**config.mk**
```make
export PLATFORM = sky130hd
export DESIGN_NAME = pow_miner_top
export DESIGN_NICKNAME = d
export VERILOG_FILES = /design/src/hdl/pow_pkg.sv /design/src/hdl/header_store.sv /design/src/hdl/sha256_compress.sv /design/src/hdl/double_hash_seq.sv /design/src/hdl/nonce_search.sv /design/src/hdl/pow_miner_top.sv
export SDC_FILE = /design/constraint.sdc
export NUM_CORES = 2
export LEC_CHECK = 0
export ABC_AREA = 1
export BUFFER_PORTS_ARGS = -buffer_cell sky130_fd_sc_hd__buf_2
export CAP_MARGIN = 20
export CORE_AREA = 5 5 490 492
export DETAILED_ROUTE_END_ITERATION = 6
export DIE_AREA = 0 0 495 497
export MAX_ROUTING_LAYER = met4
export PLACE_DENSITY_LB_ADDON = 0.12
export SETUP_SLACK_MARGIN = 0.15
export SKIP_LAST_GASP = 1
export SYNTH_ARGS = -nofsm -noshare
export SYNTH_HDL_FRONTEND = slang
export SYNTH_HIERARCHICAL = 1
export SYNTH_SLANG_ARGS = --single-unit
```
**constraint.sdc**
```tcl
create_clock -name clk -period 32.9 [get_ports clk]
set_clock_uncertainty 0.05 [all_clocks]
set_input_delay 3.29 -clock clk [delete_from_list [all_inputs] [get_ports clk]]
set_output_delay 3.29 -clock clk [all_outputs]
set_load 0.1 [all_outputs]
```
**src/hdl/pow_pkg.sv**
```systemverilog
// Shared types, SHA-256 round constants, initial hash value
// and the word byte-swap function
package pow_pkg;

	// Byte address into the 112-byte header store
	typedef logic [6:0] store_addr_t;

	// Eight chaining words, h[0] is word a
	typedef struct packed {
		logic [0:7][31:0] h;
	} hash_state_t;

	// One 512-bit message block, w[0] is the first word on the wire
	typedef struct packed {
		logic [0:15][31:0] w;
	} sha_block_t;

	// Header as big-endian message words
	// First block is bytes 0..63, tail is bytes 64..79
	typedef struct packed {
		logic [0:15][31:0] head;
		logic [0:3][31:0] tail;
	} header_msg_t;

	// Round constants, index 0 first
	localparam logic [0:63][31:0] sha_k = {
		32'h428a2f98, 32'h71374491, 32'hb5c0fbcf, 32'he9b5dba5,
		32'h3956c25b, 32'h59f111f1, 32'h923f82a4, 32'hab1c5ed5,
		32'hd807aa98, 32'h12835b01, 32'h243185be, 32'h550c7dc3,
		32'h72be5d74, 32'h80deb1fe, 32'h9bdc06a7, 32'hc19bf174,
		32'he49b69c1, 32'hefbe4786, 32'h0fc19dc6, 32'h240ca1cc,
		32'h2de92c6f, 32'h4a7484aa, 32'h5cb0a9dc, 32'h76f988da,
		32'h983e5152, 32'ha831c66d, 32'hb00327c8, 32'hbf597fc7,
		32'hc6e00bf3, 32'hd5a79147, 32'h06ca6351, 32'h14292967,
		32'h27b70a85, 32'h2e1b2138, 32'h4d2c6dfc, 32'h53380d13,
		32'h650a7354, 32'h766a0abb, 32'h81c2c92e, 32'h92722c85,
		32'ha2bfe8a1, 32'ha81a664b, 32'hc24b8b70, 32'hc76c51a3,
		32'hd192e819, 32'hd6990624, 32'hf40e3585, 32'h106aa070,
		32'h19a4c116, 32'h1e376c08, 32'h2748774c, 32'h34b0bcb5,
		32'h391c0cb3, 32'h4ed8aa4a, 32'h5b9cca4f, 32'h682e6ff3,
		32'h748f82ee, 32'h78a5636f, 32'h84c87814, 32'h8cc70208,
		32'h90befffa, 32'ha4506ceb, 32'hbef9a3f7, 32'hc67178f2
	};

	// Initial chaining state
	localparam hash_state_t sha_h0 = {
		32'h6a09e667, 32'hbb67ae85, 32'h3c6ef372, 32'ha54ff53a,
		32'h510e527f, 32'h9b05688c, 32'h1f83d9ab, 32'h5be0cd19
	};

	// Reverse the four bytes of a word
	// Turns a little-endian byte group into a big-endian word and back
	function automatic logic [31:0] swap_bytes32(input logic [31:0] word);
		return {word[7:0], word[15:8], word[23:16], word[31:24]};
	endfunction

endpackage

```
**src/hdl/header_store.sv**
```systemverilog
// Byte-addressed header and target store with nonce increment
// and word-flipped message and target views
`timescale 1ns/1ns

module header_store (
	input  logic                 clk,
	input  logic                 data_en,
	input  pow_pkg::store_addr_t data_sel,
	input  logic [7:0]           data,
	input  logic                 write_lock,
	input  logic                 nonce_inc,
	output pow_pkg::header_msg_t msg,
	output logic [255:0]         target,
	output logic [31:0]          nonce
);
	import pow_pkg::*;

	// Address map
	localparam int NONCE_LO = 76;
	localparam int STORE_BYTES = 112;

	// Byte 0 sits in the low slot
	logic [STORE_BYTES-1:0][7:0] store;
	logic                        wr_ok;

	// Host writes only land while the engine is idle
	// Addresses past the target are dropped
	assign wr_ok = data_en && !write_lock && (data_sel < 7'(STORE_BYTES));

	always_ff @(posedge clk) begin
		if (nonce_inc) begin
			// Bytes 76..79 read as one little-endian word, so a plain add carries upward
			store[NONCE_LO+3:NONCE_LO] <= store[NONCE_LO+3:NONCE_LO] + 32'd1;
		end else if (wr_ok) begin
			store[data_sel] <= data;
		end
	end

	// Message words
	// Each group of four bytes becomes one big-endian word, lowest address on top
	always_comb begin
		for (int i = 0; i < 16; i++) begin
			msg.head[i] = swap_bytes32(store[4*i +: 4]);
		end
		// Header tail holds bytes 64..79, nonce included
		for (int i = 0; i < 4; i++) begin
			msg.tail[i] = swap_bytes32(store[64 + 4*i +: 4]);
		end
	end

	// Target as a number, byte 80 least significant
	assign target = store[111:80];

	// Current nonce, little-endian
	assign nonce = store[NONCE_LO+3:NONCE_LO];

endmodule

```
**src/hdl/sha256_compress.sv**
```systemverilog
// Iterative SHA-256 compression, one round per clock
// Load cycle, 64 rounds, then the final add onto the saved state
`timescale 1ns/1ns

module sha256_compress (
	input  logic                 clk,
	input  logic                 arst_n,
	input  logic                 blk_start,
	input  pow_pkg::sha_block_t  blk,
	input  pow_pkg::hash_state_t state_in,
	output logic                 blk_done,
	output pow_pkg::hash_state_t state_out
);
	import pow_pkg::*;

	typedef enum logic [1:0] {
		ST_IDLE,
		ST_ROUND,
		ST_ADD
	} cmp_state_t;

	cmp_state_t  st;
	logic [5:0]  round;
	// Chaining value the block started from
	hash_state_t base;
	// Working variables a..h
	hash_state_t work;
	hash_state_t work_next;
	// Sliding schedule window, w[0] is W_t of the current round
	sha_block_t  sched;
	logic [31:0] w_next;
	logic [31:0] t1;
	logic [31:0] t2;

	function automatic logic [31:0] rotr(input logic [31:0] x, input int unsigned n);
		return (x >> n) | (x << (32 - n));
	endfunction

	function automatic logic [31:0] big_sig0(input logic [31:0] x);
		return rotr(x, 2) ^ rotr(x, 13) ^ rotr(x, 22);
	endfunction

	function automatic logic [31:0] big_sig1(input logic [31:0] x);
		return rotr(x, 6) ^ rotr(x, 11) ^ rotr(x, 25);
	endfunction

	function automatic logic [31:0] small_sig0(input logic [31:0] x);
		return rotr(x, 7) ^ rotr(x, 18) ^ (x >> 3);
	endfunction

	function automatic logic [31:0] small_sig1(input logic [31:0] x);
		return rotr(x, 17) ^ rotr(x, 19) ^ (x >> 10);
	endfunction

	// One round of the compression function
	always_comb begin
		// Ch on e,f,g and Maj on a,b,c
		t1 = work.h[7] + big_sig1(work.h[4])
			+ ((work.h[4] & work.h[5]) ^ (~work.h[4] & work.h[6]))
			+ sha_k[round] + sched.w[0];
		t2 = big_sig0(work.h[0])
			+ ((work.h[0] & work.h[1]) ^ (work.h[0] & work.h[2]) ^ (work.h[1] & work.h[2]));
		work_next.h[0] = t1 + t2;
		work_next.h[1] = work.h[0];
		work_next.h[2] = work.h[1];
		work_next.h[3] = work.h[2];
		work_next.h[4] = work.h[3] + t1;
		work_next.h[5] = work.h[4];
		work_next.h[6] = work.h[5];
		work_next.h[7] = work.h[6];
		// W_{t+16} from the window
		w_next = small_sig1(sched.w[14]) + sched.w[9] + small_sig0(sched.w[1]) + sched.w[0];
	end

	// Sequencing
	always_ff @(posedge clk or negedge arst_n) begin
		if (!arst_n) begin
			st       <= ST_IDLE;
			round    <= '0;
			blk_done <= 1'b0;
		end else begin
			blk_done <= 1'b0;
			case (st)
				ST_IDLE: begin
					if (blk_start) begin
						st    <= ST_ROUND;
						round <= '0;
					end
				end
				ST_ROUND: begin
					round <= round + 6'd1;
					// Last round just ran
					if (round == 6'd63) begin
						st <= ST_ADD;
					end
				end
				ST_ADD: begin
					blk_done <= 1'b1;
					st       <= ST_IDLE;
				end
				default: st <= ST_IDLE;
			endcase
		end
	end

	// Datapath
	always_ff @(posedge clk) begin
		case (st)
			ST_IDLE: begin
				if (blk_start) begin
					base  <= state_in;
					work  <= state_in;
					sched <= blk;
				end
			end
			ST_ROUND: begin
				work    <= work_next;
				// Oldest word drops out, new one enters at the far end
				sched.w <= {sched.w[1:15], w_next};
			end
			ST_ADD: begin
				for (int i = 0; i < 8; i++) begin
					state_out.h[i] <= base.h[i] + work.h[i];
				end
			end
			default: ;
		endcase
	end

endmodule

```
**src/hdl/double_hash_seq.sv**
```systemverilog
// Double SHA-256 sequencer over the 80-byte header
// Builds the three padded blocks and holds the final digest
`timescale 1ns/1ns

module double_hash_seq (
	input  logic                 clk,
	input  logic                 arst_n,
	input  logic                 hash_start,
	input  pow_pkg::header_msg_t msg,
	output logic                 hash_valid,
	output pow_pkg::hash_state_t digest
);
	import pow_pkg::*;

	typedef enum logic [1:0] {
		SQ_IDLE,
		SQ_BLK1,
		SQ_BLK2,
		SQ_BLK3
	} seq_state_t;

	seq_state_t  st;
	// First block launch, one cycle after hash_start
	logic        kick;
	logic        blk_start;
	logic        blk_done;
	sha_block_t  blk;
	sha_block_t  blk_two;
	sha_block_t  blk_three;
	hash_state_t state_in;
	hash_state_t state_out;

	// Header tail, 0x80 marker, zeros, bit length 640
	assign blk_two = {msg.tail, 32'h8000_0000, 320'd0, 32'd640};

	// First digest, 0x80 marker, zeros, bit length 256
	assign blk_three = {state_out.h, 32'h8000_0000, 192'd0, 32'd256};

	// Next block is launched straight off blk_done, no gap
	assign blk_start = kick || (blk_done && (st == SQ_BLK1 || st == SQ_BLK2));

	// Block and chaining input for the next launch
	always_comb begin
		if (kick) begin
			blk      = msg.head;
			state_in = sha_h0;
		end else if (st == SQ_BLK1) begin
			// Second block chains on the first
			blk      = blk_two;
			state_in = state_out;
		end else begin
			// Outer hash restarts from the initial state
			blk      = blk_three;
			state_in = sha_h0;
		end
	end

	sha256_compress sha256_compress_i (
		.clk       (clk),
		.arst_n    (arst_n),
		.blk_start (blk_start),
		.blk       (blk),
		.state_in  (state_in),
		.blk_done  (blk_done),
		.state_out (state_out)
	);

	always_ff @(posedge clk or negedge arst_n) begin
		if (!arst_n) begin
			st         <= SQ_IDLE;
			kick       <= 1'b0;
			hash_valid <= 1'b0;
		end else begin
			kick       <= 1'b0;
			hash_valid <= 1'b0;
			case (st)
				SQ_IDLE: begin
					if (hash_start) begin
						st   <= SQ_BLK1;
						kick <= 1'b1;
					end
				end
				SQ_BLK1: if (blk_done) st <= SQ_BLK2;
				SQ_BLK2: if (blk_done) st <= SQ_BLK3;
				SQ_BLK3: begin
					if (blk_done) begin
						hash_valid <= 1'b1;
						st         <= SQ_IDLE;
					end
				end
				default: st <= SQ_IDLE;
			endcase
		end
	end

	// Digest words kept byte-reversed
	// Each word then reads as a little-endian slice of the hash number
	always_ff @(posedge clk) begin
		if (st == SQ_BLK3 && blk_done) begin
			for (int i = 0; i < 8; i++) begin
				digest.h[i] <= swap_bytes32(state_out.h[i]);
			end
		end
	end

endmodule

```
**src/hdl/nonce_search.sv**
```systemverilog
// Nonce search control, target compare, attempt counter
`timescale 1ns/1ns

module nonce_search #(
	parameter int ATTEMPT_WIDTH = 16
) (
	input  logic                     clk,
	input  logic                     arst_n,
	input  logic                     start,
	input  logic [ATTEMPT_WIDTH-1:0] attempts,
	input  pow_pkg::hash_state_t     digest,
	input  logic                     hash_valid,
	input  logic [255:0]             target,
	output logic                     hash_start,
	output logic                     nonce_inc,
	output logic                     busy,
	output logic                     done,
	output logic                     found,
	output logic [255:0]             hash_value
);

	typedef enum logic [2:0] {
		SR_IDLE,
		SR_HASH,
		SR_CMP,
		SR_STEP,
		SR_END
	} search_state_t;

	search_state_t            st;
	// Attempts left, current one included
	logic [ATTEMPT_WIDTH-1:0] remaining;
	logic [255:0]             digest_le;
	// Hash not above target
	logic                     hit;

	// Digest words arrive byte-reversed
	// Word 0 holds digest bytes 0..3, so it is the low slice
	always_comb begin
		for (int j = 0; j < 8; j++) begin
			digest_le[32*j +: 32] = digest.h[j];
		end
	end

	always_ff @(posedge clk or negedge arst_n) begin
		if (!arst_n) begin
			st         <= SR_IDLE;
			remaining  <= '0;
			hit        <= 1'b0;
			hash_start <= 1'b0;
			nonce_inc  <= 1'b0;
			busy       <= 1'b0;
			done       <= 1'b0;
			found      <= 1'b0;
		end else begin
			hash_start <= 1'b0;
			nonce_inc  <= 1'b0;
			done       <= 1'b0;
			case (st)
				SR_IDLE: begin
					// Start is only seen here, so a start while busy drops out
					if (start) begin
						busy      <= 1'b1;
						found     <= 1'b0;
						remaining <= attempts;
						if (attempts == '0) begin
							st <= SR_END;
						end else begin
							hash_start <= 1'b1;
							st         <= SR_HASH;
						end
					end
				end
				SR_HASH: begin
					if (hash_valid) begin
						hit <= (digest_le <= target);
						st  <= SR_CMP;
					end
				end
				SR_CMP: begin
					if (hit) begin
						found <= 1'b1;
						done  <= 1'b1;
						busy  <= 1'b0;
						st    <= SR_IDLE;
					end else begin
						// Every miss steps the nonce, the last one too
						nonce_inc <= 1'b1;
						if (remaining == ATTEMPT_WIDTH'(1)) begin
							// done follows once the store holds the stepped nonce
							st <= SR_END;
						end else begin
							remaining <= remaining - ATTEMPT_WIDTH'(1);
							st        <= SR_STEP;
						end
					end
				end
				// Store has the new nonce by now
				SR_STEP: begin
					hash_start <= 1'b1;
					st         <= SR_HASH;
				end
				// Attempts used up, or zero attempts without hashing
				SR_END: begin
					done <= 1'b1;
					busy <= 1'b0;
					st   <= SR_IDLE;
				end
				default: st <= SR_IDLE;
			endcase
		end
	end

	// Last hash as a number, kept for the host
	always_ff @(posedge clk) begin
		if (st == SR_HASH && hash_valid) begin
			hash_value <= digest_le;
		end
	end

endmodule

```
**src/hdl/pow_miner_top.sv**
```systemverilog
// Proof-of-work miner top level
// Header store, double-hash sequencer and nonce search
`timescale 1ns/1ns

module pow_miner_top #(
	parameter int ATTEMPT_WIDTH = 16
) (
	input  logic                     clk,
	input  logic                     arst_n,
	input  logic                     data_en,
	input  pow_pkg::store_addr_t     data_sel,
	input  logic [7:0]               data,
	input  logic                     start,
	input  logic [ATTEMPT_WIDTH-1:0] attempts,
	output logic                     busy,
	output logic                     done,
	output logic                     found,
	output logic [31:0]              nonce,
	output logic [255:0]             hash_value
);
	import pow_pkg::*;

	header_msg_t  msg;
	logic [255:0] target;
	hash_state_t  digest;
	logic         hash_start;
	logic         hash_valid;
	logic         nonce_inc;

	// Host writes locked out for the whole search
	header_store header_store_i (
		.clk        (clk),
		.data_en    (data_en),
		.data_sel   (data_sel),
		.data       (data),
		.write_lock (busy),
		.nonce_inc  (nonce_inc),
		.msg        (msg),
		.target     (target),
		.nonce      (nonce)
	);

	double_hash_seq double_hash_seq_i (
		.clk        (clk),
		.arst_n     (arst_n),
		.hash_start (hash_start),
		.msg        (msg),
		.hash_valid (hash_valid),
		.digest     (digest)
	);

	nonce_search #(
		.ATTEMPT_WIDTH (ATTEMPT_WIDTH)
	) nonce_search_i (
		.clk        (clk),
		.arst_n     (arst_n),
		.start      (start),
		.attempts   (attempts),
		.digest     (digest),
		.hash_valid (hash_valid),
		.target     (target),
		.hash_start (hash_start),
		.nonce_inc  (nonce_inc),
		.busy       (busy),
		.done       (done),
		.found      (found),
		.hash_value (hash_value)
	);

endmodule

```
; ---- Word level (Yosys, flattened, before mapping)
; Memory sizes are Yosys's and may differ from the RTL's.
; Cells that the tools add are included.
[totals]
reg_bits = 2726
romBits = 2048
output_inout_bits = 291
wordCells = 333
memories = 1
[classes]
addsub = 21
n_lt_le_gt_ge = 5
n_eq_ne = 22
muxes = 53
bitwise_logic = 29
n_reduce_logical = 27
[mem_list]
columns = name, depth, width, rd, rd_ports_with_merged_regs, write_ports, line
row1 = (no name shown), 64, 32, 1, 0, 0, sha256_compress.sv:60  ; + sha_k[round] + sched.w[0];
[ops]
columns = operator, n
row1 = 512-bit 2-to-1 mux, 3
row2 = 512-bit one-hot mux with 2 select lines, 1
row3 = 896-bit bitwise mux, 1
row4 = 256-bit 2-to-1 mux, 3
row5 = 640-bit 2-to-1 mux, 1
row6 = 32-bit adder, 18
row7 = 256-bit one-hot mux with 2 select lines, 1
row8 = 32-bit XOR, 9
row9 = 256-bit <= comparator, 1
row10 = 32-bit AND, 5
row11 = 32-bit 2-to-1 mux, 3
row12 = 8-bit demux with 7-bit select, 1
row13 = 16-bit 2-to-1 mux, 3
row14 = 32-bit by 1-bit adder with 32-bit output (second input constant), 1
row15 = 32-bit inverter, 1
row16 = 10-bit by 32-bit OR with 32-bit output, 1
row17 = 13-bit by 32-bit OR with 32-bit output, 1
row18 = 14-bit by 32-bit OR with 32-bit output, 1
row19 = 15-bit by 32-bit OR with 32-bit output, 1
row20 = 19-bit by 32-bit OR with 32-bit output, 1
row21 = 21-bit by 32-bit OR with 32-bit output, 1
row22 = 25-bit by 32-bit OR with 32-bit output, 1
row23 = 26-bit by 32-bit OR with 32-bit output, 1
row24 = 30-bit by 32-bit OR with 32-bit output, 1
row25 = other kinds (43), 96

; ---- Depth between registers and ports, before layout
[logic_depth]
ltp_word = 9
depth_mapped = 42
mapped_depth_nobuf = 40

; ---- Cells and area by module
; The synthesis kept the hierarchy.
[by_module_without_submodules]
columns = module, instances, cells_per_inst, area_each_um2, seq_area_each_um2
row1 = sha256_compress, 1, 8672, 79062.1, 38662.1
row2 = header_store, 1, 1403, 29132.9, 26905.8
row3 = nonce_search, 1, 1555, 15970.3, 8313.0
row4 = double_hash_seq, 1, 2106, 15879.0, 7787.5

; ---- Least setup slack after synthesis
; Ideal clock, no wire load.
[synth_path]
kind = register -> register
startpoint = reg double_hash_seq_i.st[0]
endpoint = reg double_hash_seq_i.sha256_compress_i.round[2]
setup_ns = 0.673
arrival_ns = 28.575
path_slack_ns = 3.602
path_stages_with_launch = 10
path_buffers = 0
path_cell_list = dfrtp_1 -> inv_1 -> ha_1 -> nand2_1 -> nand2_1 -> nand2_1 -> nor2_1 -> nor2_1 -> inv_1 -> o21ai_0
[synth_via]
elab_chain_cells = 6
word_cells_on_any_way = 7
[synth_lines]
columns = item, line
row1 = from (decl), double_hash_seq.sv:22  ; seq_state_t st;
row2 = from (signal assigned), double_hash_seq.sv:70  ; st <= SQ_IDLE;
row3 = from (signal assigned), double_hash_seq.sv:79  ; st <= SQ_BLK1;
row4 = from (signal assigned), double_hash_seq.sv:83  ; SQ_BLK1: if (blk_done) st <= SQ_BLK2;
row5 = 2-bit by 1-bit equality test with 1-bit output / 2-bit equality test (equally long branches), double_hash_seq.sv:40  ; assign blk_start = kick || (blk_done && (st == SQ_BLK1 || st == SQ_BLK2));
row6 = 1-bit logical OR (*), double_hash_seq.sv:40
row7 = 1-bit logical AND (*), double_hash_seq.sv:40
row8 = 1-bit logical OR (*), double_hash_seq.sv:40
row9 = named net double_hash_seq_i.blk_start, double_hash_seq.sv:25  ; logic blk_start;
row10 = 2-bit by 1-bit inequality test with 1-bit output (no source line) (*), -
row11 = 2-bit AND reduction (no source line) (*), -
row12 = to (signal assigned), sha256_compress.sv:91  ; round <= round + 6'd1;
row13 = to (decl), sha256_compress.sv:23  ; logic [5:0] round;
; The timed path passes the listed nets; every way through them passes the cells marked *.
; A chain may end at the register's enable or synchronous reset.

; ---- Final worst setup path
[layout_path]
startpoint = reg double_hash_seq_i.sha256_compress_i.round[0]
endpoint = reg double_hash_seq_i/sha256_compress_i/work[253] (netlist bit), data pin
[layout_via]
elab_chain_cells = 8
[layout_lines]
columns = item, line
row1 = 6-bit inverter with 7-bit output (not written as such), sha256_compress.sv:60
row2 = memory 64 x 32 bit, -
row3 = 32-bit 2-to-1 mux (not written as such) (2 in series), sha256_compress.sv:60
row4 = 32-bit adder (2 in series), sha256_compress.sv:60
row5 = 32-bit adder, sha256_compress.sv:63  ; work_next.h[0] = t1 + t2;
row6 = 256-bit one-hot mux with 2 select lines, sha256_compress.sv:108  ; case (st)
row7 = to (signal assigned), sha256_compress.sv:112  ; work <= state_in;
row8 = to (signal assigned), sha256_compress.sv:117  ; work <= work_next;
row9 = to (decl), sha256_compress.sv:27  ; hash_state_t work;
; Every way passes these cells. The select of a mux whose other input is x is not followed.

==> results.cfg <==
[clock_network]
clkLatencyLatePin_ns = 0.97
cts_hold_buf = 0
numClockSinks = 2726
post_cts_buffers = 0
root_buffer = clkbuf_16
clock_tree.buffer_depth = 4
cts_buffers = 303
cts_tree = built
cts.repair.resized = 0
htree_num_levels = 5
clk_pin_slew_ns = 0.06

[critical_path]
cp_data_arrival_time_ns = 8.39
start_kind = register
cp_slowest_cell = dfrtp_1
cp_data_required_time_ns = 33.53
crit_path_end_kind = register
crit_type = reg2reg
crit_top_cell = nand2_1
path_max_fanout = 14
critPathMaxStageDelay_ns = 0.65

[worst_hold_path]
hold_class = reg2reg

[timing]
drv_slew = 0
fin_tns_setup_ns = 0
min_period_over_period = 0.2358
grt_setup_unrepaired = false
hold_violations = 0
finalSetupViolations = 0
finalHoldWorstSlack_ns = 0.3818
worst_slew_pin_slew_ns = 1.321
layout_min_cycle_time_ns = 7.757
max-slew-margin-rel = 0.1175
max_freq_mhz = 128.9

[synth]
netlist_instances = 13736
ys_ff_latch = 2726
avgSynthCellArea_um2 = 10.20
synth_edf_count = 2688
synth_nets = 14622
ys.flop_type = edfxtp_1
netlist_area_um2 = 140000
async_flop_share = 0.01394
yosysSeqAreaShare = 0.5832
yosysWarnings = 6
synth.distinct_cells = 74

[detailed_routing]
drt-pass1-iter-count = 7
drt_wl_total_mm = 499.8
drc = 2
ant_nets = 0
vias = 106393
post_drt_wl_per_cell_um = 28.64
drt_iter0_markers = 16733
viasPerCell = 6.096

[floorplan]
die_x_um = 495
die_area_um2 = 246000
initial_core_util = 0.5966
core-area_um2 = 234700
ios = 326
rows = 178
die_h_um = 497

[global_routing]
grt_antenna_before_repair = 44
met3_usage = 0.1199
grt_max_degree = 189
gr-total-overflow = 0
grt_pass1_vias = 101194
top_usage_layer = met2
grt_pass1_wl_mm = 702.2
grtUsageTotal = 0.4087
grt_util_met1 = 0.5392
gr-usage-met2 = 0.5784

[place]
place_hpwl_mm = 367.6
port_buffers = 325
gp_congestion = 1.065
dpl-instance-area_um2 = 144500

[finish]
drive_gt1_frac = 0.07349
final_common_cell = nand2_1
area_growth_pct = 10.03
final.fill_count = 18019
nets = 14928
design_area_um2 = 154100
final_cell_mix = nand2_1 (4176), edfxtp_1 (2688), inv_1 (1761), nor2_1 (717), o21ai_0 (660)

[run]
drv_cap = 0

[outcome]
violations = design-rule violations
status = finished, violations left
-- cells in the mapped netlist, types with 44 or more instances --
cell	instances	area, um2
buf_2	111	555.5
o21ai_1	52	260.3
o21ai_0	660	3303
nand4_1	65	406.6
o21bai_1	44	330.3
a21oi_1	642	3213
xnor2_1	214	1874
xor2_1	289	2531
edfxtp_1	2688	80720
nor2_2	67	419.2
clkbuf_1	237	889.6
fa_1	195	3904
nor2_1	721	2706
inv_1	1764	6621
a21o_1	69	518.0
nand2_1	4177	15680
ha_1	656	8208
nor3_1	104	520.5
nand3_1	321	1607
o211ai_1	146	1096
a31oi_1	62	387.9
-- routing by layer --
layer	wire, um	vias up
met3	65890	1307
met5	0	-
met2	214700	7101
li1	-	46504
met4	30840	0
met1	188400	51481
-- per-stage QoR --
step	setup slack, ns	utilization	std cells
global route	24.56	0.6562	17429
CTS	25.35	0.6552	17390
detailed placement	25.35	0.6157	16880
global placement	25.40	0.6155	16877
finish	25.14	0.6564	17452
floorplan	3.602	-	13736
-- critical path, delay by kind of cell (launching register included) --
| family | cells | cell delay [ns] |
|---|---|---|
| xor+xnor | 1 | 0.49 |
| fa+ha+maj | 5 | 2.27 |
| buf+inv | 5 | 0.80 |
| flops | 1 | 0.65 |
| simple gates | 18 | 2.11 |
| compound gates | 6 | 1.10 |
-- layout make-up --
class | count | area, um2 | share of cell area
Sequential cell | 2726 | 81670 | 0.5300
Clock inverter | 152 | 1330 | 0.008632
Multi-Input combinational cell | 8801 | 49710 | 0.3226
Inverter | 1781 | 6718 | 0.04360
Clock buffer | 358 | 7935 | 0.05150
Tap cell | 3150 | 3941 | 0.02558
Timing Repair Buffer | 429 | 2645 | 0.01717
Antenna cell | 55 | 137.6 | 0.0008932
-- flip-flops by register name, indices dropped and copies added (netlist names), 16 cells and up --
register	count
header_store_i/msg	640
double_hash_seq_i/sha256_compress_i/work	256
double_hash_seq_i/sha256_compress_i/base	256
double_hash_seq_i/sha256_compress_i/state_out	256
nonce_search_i/hash_value	256
double_hash_seq_i/sha256_compress_i/sched	512
double_hash_seq_i/digest	256
header_store_i/target	256
nonce_search_i/remaining	16
-- cell families (layout without fill, tap and decap cells) --
family                   Yosys count  in the layout  share of synthesized area
AO/OA/AOI/OAI                   1899           1899                    0.07885
XOR/XNOR                         503            503                    0.03146
adder cells (fa/ha/maj)          854            854                    0.08670
buffers and inverters           2209           2720                    0.06245
flip-flops                      2726           2726                     0.5832
other                              0             55                          0
AND/OR/NAND/NOR                 5545           5545                     0.1574
-- final timing paths --
kind,start,endpoint,slack (ns),depth (start not counted)
worst max-delay path,double_hash_seq_i/sha256_compress_i/round[0]$_DFFE_PN0P_,double_hash_seq_i/sha256_compress_i/work[253]$_DFFE_PP_,25.14,35
worst min-delay path,double_hash_seq_i/sha256_compress_i/state_out[143]$_DFFE_PP_,double_hash_seq_i/digest[151]$_DFFE_PP_,0.38,0
worst max register to register,double_hash_seq_i/sha256_compress_i/round[0]$_DFFE_PN0P_,double_hash_seq_i/sha256_compress_i/work[253]$_DFFE_PP_,25.14,35
worst min register to register,double_hash_seq_i/sha256_compress_i/state_out[143]$_DFFE_PP_,double_hash_seq_i/digest[151]$_DFFE_PP_,0.38,0
max in group asynchronous,arst_n,double_hash_seq_i/kick$_DFF_PN0_,29.81,2
min in group asynchronous,arst_n,nonce_search_i/hit$_DFFE_PN0P_,2.41,2
Power is not shown: default switching activity piles up to over one toggle a cycle in this logic, so the estimate is an artifact.
